[config.mk]
export PLATFORM = sky130hd
export DESIGN_NAME = store_lane_align
export DESIGN_NICKNAME = d
export VERILOG_FILES = /design/src/logic/lsu_pkg.sv /design/src/logic/store_lane_align.sv
export SDC_FILE = /design/constraint.sdc
export NUM_CORES = 1
export LEC_CHECK = 0
export BUFFER_PORTS_ARGS = -buffer_cell sky130_fd_sc_hd__buf_4
export CORE_UTILIZATION = 48
export DETAILED_ROUTE_END_ITERATION = 16
export MAX_ROUTING_LAYER = met4
export PLACE_DENSITY = 0.88
export SYNTH_ARGS = -nofsm -noshare
export SYNTH_HDL_FRONTEND = slang
export SYNTH_SLANG_ARGS = --single-unit
[constraint.sdc]
create_clock -name vclk -period 1.87
set_input_delay 0.187 -clock vclk [all_inputs]
set_output_delay 0.187 -clock vclk [all_outputs]
set_load 0.05 [all_outputs]
[src/logic/lsu_pkg.sv]
package lsu_pkg;

  // data and address width of the core
  localparam int xlen = 64;

  // byte lanes in one data word, also the write mask width
  localparam int lane_count = xlen / 8;

  // access size as encoded by the load/store instructions
  typedef enum logic [1:0] {
    size_byte  = 2'b00,
    size_half  = 2'b01,
    size_word  = 2'b10,
    size_dword = 2'b11
  } access_size_t;

  // reason for a rejected request
  typedef enum logic [1:0] {
    cause_none       = 2'b00,
    cause_misaligned = 2'b01,
    cause_range      = 2'b10
  } fault_cause_t;

endpackage
[src/logic/store_lane_align.sv]
`timescale 1ns/100ps

module store_lane_align
  import lsu_pkg::*;
(
  input  access_size_t          size,
  input  logic [2:0]            offset,
  input  logic [xlen-1:0]       wdata_in,
  output logic [lane_count-1:0] lane_mask,
  output logic [xlen-1:0]       wdata_lanes,
  output logic                  misaligned
);

  logic [lane_count-1:0] base_mask;
  logic                  aligned;

  // lanes for an access at offset zero, and the alignment rule per size
  always_comb begin
    case (size)
      size_byte: begin
        base_mask = lane_count'(1);
        aligned   = 1'b1;
      end
      size_half: begin
        base_mask = lane_count'(3);
        aligned   = (offset[0] == 1'b0);
      end
      size_word: begin
        base_mask = lane_count'(15);
        aligned   = (offset[1:0] == 2'b00);
      end
      default: begin
        base_mask = '1;
        aligned   = (offset == 3'b000);
      end
    endcase
  end

  assign misaligned = !aligned;

  // no lanes at all for a misaligned access
  assign lane_mask = aligned ? (base_mask << offset) : '0;

  // byte 0 of the store data moves to the addressed lane
  assign wdata_lanes = wdata_in << {offset, 3'b000};

  // an aligned access enables exactly 1, 2, 4 or 8 lanes
  always_comb begin
    if (!misaligned) begin
      assert final ($countones(lane_mask) == (1 << size))
        else $error("lane mask %b does not fit size %s", lane_mask, size.name());
    end
  end

endmodule

# After elaboration in Yosys (flattened, before gate mapping)
# Index checks and enable logic that the tools add are counted.
# W data, S select, Z words.
# totals
wordCells	12
regBits	0
out_inout_bits	73
# classes
reduce_logical	4
n_mux	3
n_eq_ne	2
n_bitwise	1
shift	2
# ops
operator	count
$shl A64 B6 Y64	1
$pmux W8 S3	1
$mux W8	1
$shl A8 B3 Y8	1
$logic_not A2 Y1	2
$logic_not A3 Y1	1
$pmux W1 S3	1
$eq A2 B1 Y1 const B	1
$eq A2 B2 Y1 const B	1
$logic_not A1 Y1	1
$not A1 Y1	1

# Longest topological paths before layout
# depth
ltp_word	4
mapped_depth	6
depth_no_buf	3

# Worst setup path after synthesis
# OpenSTA, ideal clock, no wires.
# synth_path
path_type	in2out
startpoint	input port offset[2]
endpoint	output port wdata_lanes[54]
arrival_time_ns	2.005
path_stages	5
t_required_ns	1.683
n_path_buf	2
setup_slack_ns	-0.322
cell_sequence	nand2b_1 -> clkbuf_1 -> clkbuf_1 -> a211oi_1 -> a221oi_1
# synth_between
elab_chain_len	1
# synth_lines
item	line_no	rtl
start, declared	store_lane_align.sv:7	input logic [2:0] offset,
$shl A64 B6 Y64	store_lane_align.sv:45	assign wdata_lanes = wdata_in << {offset, 3'b000};
end, declared	store_lane_align.sv:10	output logic [xlen-1:0] wdata_lanes,
# Every way passes these cells.

# Final worst setup path
# layout_path
startpoint	input port offset[1]
endpoint	output port wdata_lanes[54]
# The elaborated chain is that of the path after synthesis.

==> reports/qor.log <==
qor: outcome.status complete, no violations
qor: logic_synthesis.synth_seq_area_share 0
qor: worst_setup_path.path_cells buf_4, buf_12, mux2_2, a22oi_1, a221oi_2, buf_4
qor: worst_setup_path.path_max_fanout 25
qor: logic_synthesis.synth.avg_cell_area 7.42 um2
qor: detailed_routing.totalWireLength 7.83 mm
qor: global_route.grt_pass1_vias 2504
qor: logic_synthesis.synth.cell_area 0.00215 mm2
qor: placement.dp.cells 468
qor: cells_and_area.clock_buffers 0
qor: worst_setup_path.path_class in -> out
qor: clocking.holdBufCountCts 0
qor: sta.layout_min_cycle_time 1.68 ns
qor: worst_setup_path.arrival 1.50 ns
qor: floorplan.die_w 68.9 um
qor: pwr.ir_drop 0.238 mV
qor: global_route.grt-ovfl-total 0
qor: floorplan.fp-row-count 23
qor: pwr.sequential_power_share 0
qor: cells_and_area.post_route_cells_drive_above_1_share 0.464
qor: cells_and_area.finalNonFillerCells 468
qor: floorplan.initial_utilization 0.519
qor: detailed_routing.drtIter0Drc 161
qor: pwr.power.density_cell_area 399 mW/mm2
qor: sta.finalWorstSetupSlack 0.188 ns
qor: detailed_routing.routed-via-count 2818
qor: sta.setup_viol 0
qor: sta.timing.fmax 0.594 GHz
qor: cells_and_area.antenna-diode-count 0
qor: logic_synthesis.synth.top_cell.area_share 0.261
qor: detailed_routing.dr_wl_met2 4.09 mm
qor: detailed_routing.routedWlPerCell 16.7 um
qor: pwr.combinationalPowerShare 1.000
qor: floorplan.core_region_area 0.00414 mm2
qor: global_route.largest_net_degree_at_the_start_of_global_routing 38
qor: pwr.power.share.switching 0.626
qor: detailed_routing.drc 0
qor: worst_setup_path.critPathCaptureType output port
qor: pwr.p_int 495 uW
qor: logic_synthesis.post-synth-top-area-cell sky130_fd_sc_hd__mux2i_1
qor: sta.period_share 0.900
qor: cells_and_area.n_sequential_cell 0
qor: sta.maxSlewViolCount 0
qor: floorplan.io_pins 142
qor: flow_run.max-cap-violations 0
qor: floorplan.floorplan_die_area 0.00475 mm2
qor: sta.relSlewSlack 0.439
qor: worst_setup_path.critical_path_required 1.68 ns
qor: sta.hold_viol 0
qor: placement.hpwl 6.07 mm
qor: detailed_routing.wirelength_met1 3.16 mm
qor: cells_and_area.area_growth_syn_to_layout 54.1%
qor: placement.io_buffers 142
qor: worst_setup_path.crit_buf_inv 3
qor: hold_path.timing.hold.worst.class in -> out
qor: worst_setup_path.critical_path.most_common_cell sky130_fd_sc_hd__buf_4
qor: floorplan.die_ht 68.9 um
qor: worst_setup_path.crit_path_start_kind input pin
qor: pwr.net-switching-power 828 uW
qor: cells_and_area.regArea 0 um2
qor: global_route.antenna_found_initial 0
qor: worst_setup_path.cpPeakStageDelay 0.37 ns
qor: clocking.postCtsResizedCells 0
qor: placement.detailedPlace.worstSlack 0.195 ns
qor: detailed_routing.ant_nets 0
qor: detailed_routing.vias_per_cell 6.02
qor: cells_and_area.nets 489
qor: sta.rsz0062_at_grt no
qor: clocking.post-cts-setup-buffers 0
qor: global_route.grt_first_pass_wirelength 11.7 mm
qor: logic_synthesis.syn-instance-count 290
qor: detailed_routing.met3_wire_length 474 um
qor: placement.routabilityCongestion 0.816
qor: logic_synthesis.mappedNetlistNets 359
qor: worst_setup_path.cp_top_family buffers and inverters
qor: pwr.leak 1.62 nW
qor: sta.tightestPinTransition 0.840 ns
qor: pwr.clkPwrFrac 0
qor: global_route.track_usage 0.328
qor: detailed_routing.uppermost_signal_routing_layer_after_detailed_routing met4
qor: worst_setup_path.crit_slowest_cell sky130_fd_sc_hd__mux2_2
qor: logic_synthesis.synth.area.top_cells sky130_fd_sc_hd__mux2i_1 26%, sky130_fd_sc_hd__nor2_1 6.3%, sky130_fd_sc_hd__and2_1 4.4%
qor: logic_synthesis.yosysWarnings 0
qor: detailed_routing.dr.pass1.iters 4
qor: logic_synthesis.yosys.cell_types.count 44
-- cell type report --
| cell class | count | area, um2 |
|---|---|---|
| Inverter | 2 | 7.51 |
| Fill cell | 304 | 830 |
| Multi-Input combinational cell | 253 | 1980 |
| Tap cell | 50 | 62.6 |
| Timing Repair Buffer | 163 | 1260 |
-- per-layer routing --
layer | global-route usage | vias to the layer above
li1 | - | 1352
met1 | 0.400 | 1342
met2 | 0.584 | 113
met3 | 0.0247 | 11
met4 | 0.0663 | 0
met5 | - | -
-- Yosys cell counts, drive strengths merged (2+ instances only) --
cell type,instances
a211oi,8
a21oi,3
a221o,8
a221oi,8
a22oi,8
and2,15
buf,26
clkbuf,9
inv,2
mux2,16
mux2i,56
nand2b,3
nand3,2
nand3b,10
nor2,37
nor2b,4
nor3,11
o21a,9
o21ai,25
o22a,8
o22ai,9
xnor2,3
xor2,2
-- cell usage in the layout, fill, tap and decap left out, types with 6 or more instances in the layout --
master,count
sky130_fd_sc_hd__nor3_2,11
sky130_fd_sc_hd__o22a_1,8
sky130_fd_sc_hd__mux2_2,6
sky130_fd_sc_hd__o21ai_1,16
sky130_fd_sc_hd__a22oi_1,6
sky130_fd_sc_hd__buf_4,160
sky130_fd_sc_hd__o21a_1,9
sky130_fd_sc_hd__nand3b_1,10
sky130_fd_sc_hd__mux2i_1,56
sky130_fd_sc_hd__nor2_1,36
sky130_fd_sc_hd__o22ai_1,9
sky130_fd_sc_hd__a211oi_1,8
sky130_fd_sc_hd__a221o_1,8
sky130_fd_sc_hd__o21ai_0,9
sky130_fd_sc_hd__and2_1,15
-- logic make-up after synthesis --
kind of cell | synth area share
buffers and inverters | 0.109
xor gates and xnor gates | 0.0204
and+or+nand+nor | 0.216
muxes | 0.353
AOI/OAI and AO/OA | 0.302
-- stage by stage --
step,hold WS (ns),util,power (mW),cell area (um2),setup TNS [ns]
3_5_place_dp,0.769,0.800,1.31,3310,0
6_report,0.767,0.800,1.32,3310,0
4_1_cts,0.768,0.800,1.32,3310,0
3_3_place_gp,0.764,0.800,1.29,3310,0
5_1_grt,0.783,0.800,1.39,3310,0
2_1_floorplan,0.497,-,0.898,2220,-1.34
-- power groups by stage --
| stage | combinational, mW | clock (mW) | sequential, mW |
|---|---|---|---|
| 6_report | 1.32 | 0 | 0 |
| 4_1_cts | 1.32 | 0 | 0 |
| 3_5_place_dp | 1.31 | 0 | 0 |
| 5_1_grt | 1.39 | 0 | 0 |
| 2_1_floorplan | 0.898 | 0 | 0 |
| 3_3_place_gp | 1.29 | 0 | 0 |
-- path summary, 6_finish.rpt --
path,start,endpoint,slack (ns),cells after the start
max,offset[1],wdata_lanes[54],0.19,6
min,wdata_in[4],wdata_lanes[4],0.77,3
Power figures use the tool's default switching activity.
