**config.mk**
```make
export PLATFORM = sky130hd
export DESIGN_NAME = lsu_ctrl_flat
export DESIGN_NICKNAME = d
export VERILOG_FILES = /design/src/logic/lsu_pkg.sv /design/src/logic/mem_port_if.sv /design/src/logic/lsu_ctrl.sv /design/src/flat_wrapper.sv
export SDC_FILE = /design/constraint.sdc
export NUM_CORES = 1
export LEC_CHECK = 0
export BUFFER_PORTS_ARGS = -buffer_cell sky130_fd_sc_hd__buf_2
export CELL_PAD_IN_SITES_DETAIL_PLACEMENT = 1
export CELL_PAD_IN_SITES_GLOBAL_PLACEMENT = 1
export CORE_AREA = 2 2 191 193
export DETAILED_ROUTE_END_ITERATION = 10
export DIE_AREA = 0 0 193 195
export PLACE_DENSITY_LB_ADDON = 0.1
export SLEW_MARGIN = 10
export SYNTH_ARGS = -nofsm -noshare
export SYNTH_HDL_FRONTEND = slang
export SYNTH_SLANG_ARGS = --single-unit
export TNS_END_PERCENT = 10
```
**constraint.sdc**
```tcl
create_clock -name clk -period 4.1 [get_ports clk]
set_input_delay 0.41 -clock clk [delete_from_list [all_inputs] [get_ports clk]]
set_output_delay 0.41 -clock clk [all_outputs]
set_load 0.02 [all_outputs]
```
**src/logic/lsu_pkg.sv**
```systemverilog
package lsu_pkg;

  // data and address width of the core
  localparam int xlen = 64;

  // byte lanes in one data word, also the write mask width
  localparam int lane_count = xlen / 8;

  // access size as encoded by the load/store instructions
  typedef enum logic [1:0] {
    size_byte  = 2'b00,
    size_half  = 2'b01,
    size_word  = 2'b10,
    size_dword = 2'b11
  } access_size_t;

  // reason for a rejected request
  typedef enum logic [1:0] {
    cause_none       = 2'b00,
    cause_misaligned = 2'b01,
    cause_range      = 2'b10
  } fault_cause_t;

endpackage
```
**src/logic/mem_port_if.sv**
```systemverilog
`timescale 1ns/100ps

interface mem_port_if
  import lsu_pkg::*;
#(
  parameter int ram_words = 256
);

  localparam int index_w = $clog2(ram_words);

  // access strobe, high for exactly the cycle of the access
  logic                  ena;
  logic                  wen;
  logic [index_w-1:0]    word_index;
  // byte-lane write enables
  logic [lane_count-1:0] wmask;
  logic [xlen-1:0]       wdata;
  // combinational read of word_index
  logic [xlen-1:0]       rdata;

  modport ctrl (
    output ena, wen, word_index, wmask, wdata
  );

  modport ram (
    input  ena, wen, word_index, wmask, wdata,
    output rdata
  );

endinterface

```
**src/logic/lsu_ctrl.sv**
```systemverilog
`timescale 1ns/100ps

module lsu_ctrl
  import lsu_pkg::*;
#(
  parameter logic [xlen-1:0] ram_base  = 64'h8000_0000,
  parameter int              ram_words = 256
)
(
  input  logic                  clk,
  input  logic                  rst,
  input  logic                  req,
  input  logic                  req_store,
  input  access_size_t          req_size,
  input  logic                  req_unsigned,
  input  logic [xlen-1:0]       req_addr,
  input  logic [xlen-1:0]       req_wdata,
  input  logic [lane_count-1:0] lane_mask,
  input  logic [xlen-1:0]       wdata_lanes,
  input  logic                  misaligned,
  input  logic [xlen-1:0]       extracted,
  output access_size_t          size_out,
  output logic [2:0]            offset_out,
  output logic [xlen-1:0]       wdata_out,
  mem_port_if.ctrl              port,
  output logic                  load_valid,
  output logic [xlen-1:0]       load_data,
  output logic                  fault,
  output fault_cause_t          fault_cause
);

  localparam int              index_w   = $clog2(ram_words);
  localparam logic [xlen-1:0] ram_bytes = xlen'(ram_words) << 3;

  logic [xlen-1:0] rel_addr;
  logic            in_range;
  fault_cause_t    cause;
  logic            good_req;
  logic            store_hit;
  logic            load_hit;

  assign size_out   = req_size;
  assign offset_out = req_addr[2:0];
  assign wdata_out  = req_wdata;

  // addresses below the base wrap to a large value and fail the same check
  assign rel_addr = req_addr - ram_base;
  assign in_range = (rel_addr < ram_bytes);

  // misalignment wins when both apply
  always_comb begin
    if (misaligned) begin
      cause = cause_misaligned;
    end else if (!in_range) begin
      cause = cause_range;
    end else begin
      cause = cause_none;
    end
  end

  assign good_req  = req && !rst && (cause == cause_none);
  assign store_hit = good_req && req_store;
  assign load_hit  = good_req && !req_store;

  assign port.ena        = good_req;
  assign port.wen        = store_hit;
  assign port.word_index = rel_addr[index_w+2:3];
  assign port.wmask      = lane_mask & {lane_count{store_hit}};
  assign port.wdata      = wdata_lanes;

  // one stage for load results and faults
  always_ff @(posedge clk) begin
    if (rst) begin
      load_valid  <= 1'b0;
      fault       <= 1'b0;
      fault_cause <= cause_none;
    end else begin
      load_valid  <= load_hit;
      fault       <= req && (cause != cause_none);
      fault_cause <= req ? cause : cause_none;
    end
  end

  always_ff @(posedge clk) begin
    if (load_hit) begin
      load_data <= extracted;
    end
  end

  valid_xor_fault: assert property (@(posedge clk) !(load_valid && fault))
    else $error("load result and fault in the same cycle");

  no_access_in_reset: assert property (@(posedge clk) rst |-> !port.ena)
    else $error("memory access while in reset");

endmodule

```
**src/flat_wrapper.sv**
```systemverilog
// flat-port wrapper written by rule: the top's interface ports become plain ports
module lsu_ctrl_flat import lsu_pkg::*;
#(
  parameter logic [xlen-1:0] ram_base  = 64'h8000_0000,
  parameter int              ram_words = 256
)
  (clk, rst, req, req_store, req_size, req_unsigned, req_addr, req_wdata, lane_mask, wdata_lanes, misaligned, extracted, size_out, offset_out, wdata_out, load_valid, load_data, fault, fault_cause, port_ena, port_wen, port_word_index, port_wmask, port_wdata);
  mem_port_if #(.ram_words(ram_words)) port_i ();
  input  logic clk;
  input  logic rst;
  input  logic req;
  input  logic req_store;
  input  access_size_t req_size;
  input  logic req_unsigned;
  input  logic [xlen-1:0] req_addr;
  input  logic [xlen-1:0] req_wdata;
  input  logic [lane_count-1:0] lane_mask;
  input  logic [xlen-1:0] wdata_lanes;
  input  logic misaligned;
  input  logic [xlen-1:0] extracted;
  output access_size_t size_out;
  output logic [2:0] offset_out;
  output logic [xlen-1:0] wdata_out;
  output logic load_valid;
  output logic [xlen-1:0] load_data;
  output logic fault;
  output fault_cause_t fault_cause;
  output wire logic [$bits(port_i.ena)-1:0] port_ena;
  output wire logic [$bits(port_i.wen)-1:0] port_wen;
  output wire logic [$bits(port_i.word_index)-1:0] port_word_index;
  output wire logic [$bits(port_i.wmask)-1:0] port_wmask;
  output wire logic [$bits(port_i.wdata)-1:0] port_wdata;
  assign port_ena = port_i.ena;
  assign port_wen = port_i.wen;
  assign port_word_index = port_i.word_index;
  assign port_wmask = port_i.wmask;
  assign port_wdata = port_i.wdata;
  lsu_ctrl #(.ram_base(ram_base), .ram_words(ram_words)) u_core (.clk(clk), .rst(rst), .req(req), .req_store(req_store), .req_size(req_size), .req_unsigned(req_unsigned), .req_addr(req_addr), .req_wdata(req_wdata), .lane_mask(lane_mask), .wdata_lanes(wdata_lanes), .misaligned(misaligned), .extracted(extracted), .size_out(size_out), .offset_out(offset_out), .wdata_out(wdata_out), .port(port_i), .load_valid(load_valid), .load_data(load_data), .fault(fault), .fault_cause(fault_cause));
endmodule
```
* After elaboration in Yosys (flattened, before gate mapping)
Cells that the tools add are included.
** Word-level totals
- Bits in registers :: 68
- Bits in latches :: 0
- Bits in writable memories :: 0
- Bits in read-only memories :: 0
- Input port bits :: 272
- Output and inout port bits :: 219
- Word-level logic and storage cells :: 20
- Memories kept :: 0
** Operators by class
- Add/sub/neg operators :: 1
- $mul :: 0
- Div/mod/pow operators :: 0
- $lt $le $gt $ge :: 1
- Equal/unequal tests :: 0
- Shifts and indexed selects :: 0
- Muxes and demuxes :: 2
- Bitwise gates (word level) :: 2
- Reduce and logical (&&, ||, !) cells :: 10
** Operators with widths (number)
- 64-bit by 12-bit < comparator with 1-bit output, second input constant :: 1
- 64-bit by 32-bit subtractor with 64-bit output, second input constant :: 1
- 8-bit AND :: 1
- 1-bit logical AND :: 5
- 2-bit two-way mux :: 2
- 1-bit logical NOT :: 2
- 2-bit logical NOT :: 1
- 2-bit nonzero test :: 1
- 2-bit OR reduction :: 1
- 1-bit inverter :: 1

* Logic depth before layout (Yosys ltp)
- Word-level depth :: 8
- Depth in mapped cells :: 10
- Gate-level depth less buffers :: 8

* Worst setup path before layout
Ideal clock, no wire load.
- Kind :: input to register
- Start point :: input port req_addr[31]
- End point :: register u_core.load_data[0] (enable)
- Setup time :: 429 ps
- Arrival time :: 3674 ps
- Data required time :: 3671 ps
- Path slack :: -3 ps
- Cell stages on the path :: 10
- Cells stage by stage :: inv_1 ha_1 or3b_1 clkbuf_1 o21ai_0 nor4b_2 o2111ai_1 nor4b_4 buf_6 and3b_1
** On the way
- Cells in the longest elaborated chain, start to end :: 7
** Ends and longest elaborated chain
- from (decl) :: line flat_wrapper.sv:15 : input logic [xlen-1:0] req_addr;
- 64-bit by 32-bit subtractor with 64-bit output :: line lsu_ctrl.sv:47 : assign rel_addr = req_addr - ram_base;
- 64-bit by 12-bit < comparator with 1-bit output :: line lsu_ctrl.sv:48 : assign in_range = (rel_addr < ram_bytes);
- 2-bit two-way mux :: line lsu_ctrl.sv:54 : end else if (!in_range) begin
- 2-bit two-way mux :: line lsu_ctrl.sv:52 : if (misaligned) begin
- 2-bit logical NOT :: line lsu_ctrl.sv:61 : assign good_req = req && !rst && (cause == cause_none);
- 1-bit logical AND :: line lsu_ctrl.sv:61
- 1-bit logical AND :: line lsu_ctrl.sv:63 : assign load_hit = good_req && !req_store;
- net u_core.load_hit :: line lsu_ctrl.sv:40 : logic load_hit;
- to (signal assigned) :: line lsu_ctrl.sv:86 : load_data <= extracted;
- to (decl) :: line lsu_ctrl.sv:27 : output logic [xlen-1:0] load_data,
The timed path passes the listed nets, and every way through them passes these cells.
A chain may end at the register's enable or synchronous reset.

* Final worst setup path
- Start point :: input port req_addr[46]
- End point :: output port port_wmask[4]
** On the way
- Cells in the longest elaborated chain, start to end :: 8
** Ends and longest elaborated chain
- 64-bit by 32-bit subtractor with 64-bit output :: line lsu_ctrl.sv:47
- 64-bit by 12-bit < comparator with 1-bit output :: line lsu_ctrl.sv:48
- 2-bit two-way mux :: line lsu_ctrl.sv:54
- 2-bit two-way mux :: line lsu_ctrl.sv:52
- 2-bit logical NOT :: line lsu_ctrl.sv:61
- 1-bit logical AND :: line lsu_ctrl.sv:61
- 1-bit logical AND :: line lsu_ctrl.sv:62 : assign store_hit = good_req && req_store;
- 8-bit AND :: line lsu_ctrl.sv:68 : assign port.wmask = lane_mask & {lane_count{store_hit}};
- to (decl) :: line flat_wrapper.sv:31 : output wire logic [$bits(port_i.wmask)-1:0] port_wmask;
No other way between the ends.

==> run metrics <==
flops & latches, synth=68; commonest cells after routing, fill and taps aside=207 x buf_2, 64 x edfxtp_1, 9 x clkbuf_16, 8 x nor4_1, 7 x nor3_1; Final nets=648; final wirelength=15.2 mm; Synth area leader=edfxtp_1; core area=35400 um^2; fmax=around 300 MHz; total gr overflow=0; CP endpoint kind=output port; DRT Pass-1 Iters=4; NetSw=344 uW; WP data arrival=2.95 ns; Crit Path Category=in2out; Die Ht=between 150 and 200 um; Tcrit/Tclk final=between 80% and 90%; CP max FO=12; sequential fraction of the synthesis area=54.0%; total number of yosys warnings=0; io pins=between 400 and 500; Pins Over Slew Limit=0; Total GRT Usage=7.71%; Finish-stage setup viols=0; first-pass GRT wire length=~20 mm; CP top delay family=simple AND/OR/NAND/NOR gates; initial core utilization=10.5%; Worst setup SP type=input port; Yosys top cell area share=between 50 and 60%; Wirelength per Cell=18.0 um; Mapped Area=3710 um^2; TritonCTS clock tree=built; top cells by area, synth=edfxtp_1 52%, buf_4 29%, dfxtp_1 2.2%; library cells used by synthesis=45; clock share of power=44.8%; worst hold path type=in2reg; minimum clock period=3.36 ns; Top FF cell, synth=edfxtp_1; setup TNS=0 ns; hold_buf cts=0; number of flops mapped to enable cells by yosys=64; status=finished clean; Post-Syn Nets=roughly 570; Vias=2543; CP Data Required Time=3.69 ns; worst-margin pin slew=0.901 ns; GP Congestion=~0.68; Hold Path End=u_core.load_data[29]; largest net degree at the start of global routing=23; Hold Fails Final Rpt=0; peak supply drop=0.214 mV; Placement Rows=69; ys async rst share=0%; clk sinks=68; Num CTS Buffers=9; Die Footprint=37600 um^2; critical-path cell list=buf_2, nor4_1, and4bb_2, and3_1, o221ai_2, nor4b_4, buf_4, and4_1, buf_2; initial antenna violation count=3; Post-CTS Setup Inserts=0; vias per cell=3.02; combinational power share=6.5%; IO buf count=207; DP Cell Count=825; number of global-route vias before repair=2750; DP HPWL=13.1 mm; slowest CP cell=nor4_1; 1st-iter DRT viols=79; Cells after Synth=about 300; # Max-Cap Violations=0; switch share=22.0%; most used cell, CP=buf_2; Sequential Power Share=48.7%; clk slew on worst S/H paths=0.07 ns; hold path cells=1; Max Root-Sink Buffers=2; PostCTS Resize Cnt=0; Max transition margin=39.7%; CP bufs+invs=3; max incr delay on CP=between 0.6 and 0.7 ns; placed cell area=roughly 4300 um^2; Pleak=1.82 nW; unrepaired setup endpoints after global routing=no; Avg Cell Area, Syn=around 13 um^2; layout cells sized above 1=64.6%; P&R area growth vs syn=23.9%; clk root buf=clkbuf_16; Final Non-Filler Cells=842; Final ANT Viol Nets=0; fill count=4160; # DRC=0; H-tree Lvls=3; finished layout cell area=4600 um^2; commonest non-fill, non-tap cell in the layout=buf_2; Cell Pwr Density=approximately 340 nW/um^2; Die W=193 um; cell-internal power=1.22 mW; Hold Startpoint=extracted[29]; power consumption=1.56 mW
layout make-up:
| cell class | count | area (um^2) | area share (%) |
|---|---|---|---|
| Antenna cell | 2 | 5.00 | 0.109 |
| Clock buffer | 10 | 229 | 4.98 |
| Sequential cell | 68 | 2000 | 43.6 |
| Timing Repair Buffer | 214 | 1130 | 24.5 |
| Multi-Input combinational cell | 76 | 604 | 13.2 |
| Clock inverter | 5 | 30.0 | 0.653 |
| Tap cell | 461 | 577 | 12.6 |
| Inverter | 6 | 22.5 | 0.490 |
registers in the layout, indices dropped and copies added, names as in the netlist:
signal	count
u_core.fault_cause	2
u_core.load_valid	1
u_core.fault	1
u_core.load_data	64
metal layers:
layer / wire length (um) / GRT usage [%] / part of all wire, %
met2: 7190 / 12.9 / 47
met4: 311 / 3.06 / 2.0
met3: 2930 / 6.36 / 19
met1: 4760 / 6.68 / 31
met5: 10 / 0 / 0.066
cell usage after synthesis (4+ instances only):
master and number:
edfxtp_1 64, buf_4 141, and4_1 4, a21oi_1 4, and4_2 4, nor4_1 8
inv_1 6, nor2_1 5, nor3_1 7, dfxtp_1 4
logic make-up (layout without fill, tap and decap cells):
group                    Yosys count  in the layout  share of synthesized area (%)
AO/OA/AOI/OAI                     15             15                           3.31
AND/OR/NAND/NOR                   57             57                           11.9
flip-flops                        68             68                           54.0
multiplexers                       1              1                          0.270
buffers and inverters            151            235                           29.8
adder cells (fa/ha/maj)            1              1                          0.337
other                              0              2                              0
XOR/XNOR                           2              2                          0.472
power groups by stage:
stage	clock, mW	combinational [mW]	sequential (mW)
after floorplan	0	0.221	0.777
after global placement	0	0.104	0.775
after detailed placement	0	0.106	0.775
after CTS	0.747	0.106	0.760
after global routing	0.762	0.114	0.760
final	0.699	0.102	0.760
how the worst max path moves through the flow:
stage	from	end	slack [ns]	cells past startpoint
floorplan	req_addr[31]	u_core.load_data[0]	0.70	10
global placement	req_addr[31]	u_core.load_data[11]	0.55	11
detailed placement	req_addr[31]	u_core.load_data[39]	0.54	11
CTS	req_addr[31]	port_wmask[4]	0.70	11
global route	req_addr[31]	port_wmask[4]	0.54	11
finish	req_addr[46]	port_wmask[4]	0.74	9
stage by stage:
stage                     worst slack, ns  utilization, %  hold WS (ns)
final                               0.744            13.0         0.232
after global routing                0.543            13.0         0.215
after CTS                           0.697            13.0         0.208
after detailed placement            0.539            12.2         0.588
after global placement              0.550            12.2         0.588
after floorplan                     0.699               -         0.488
Power figures use the tool's default switching activity.
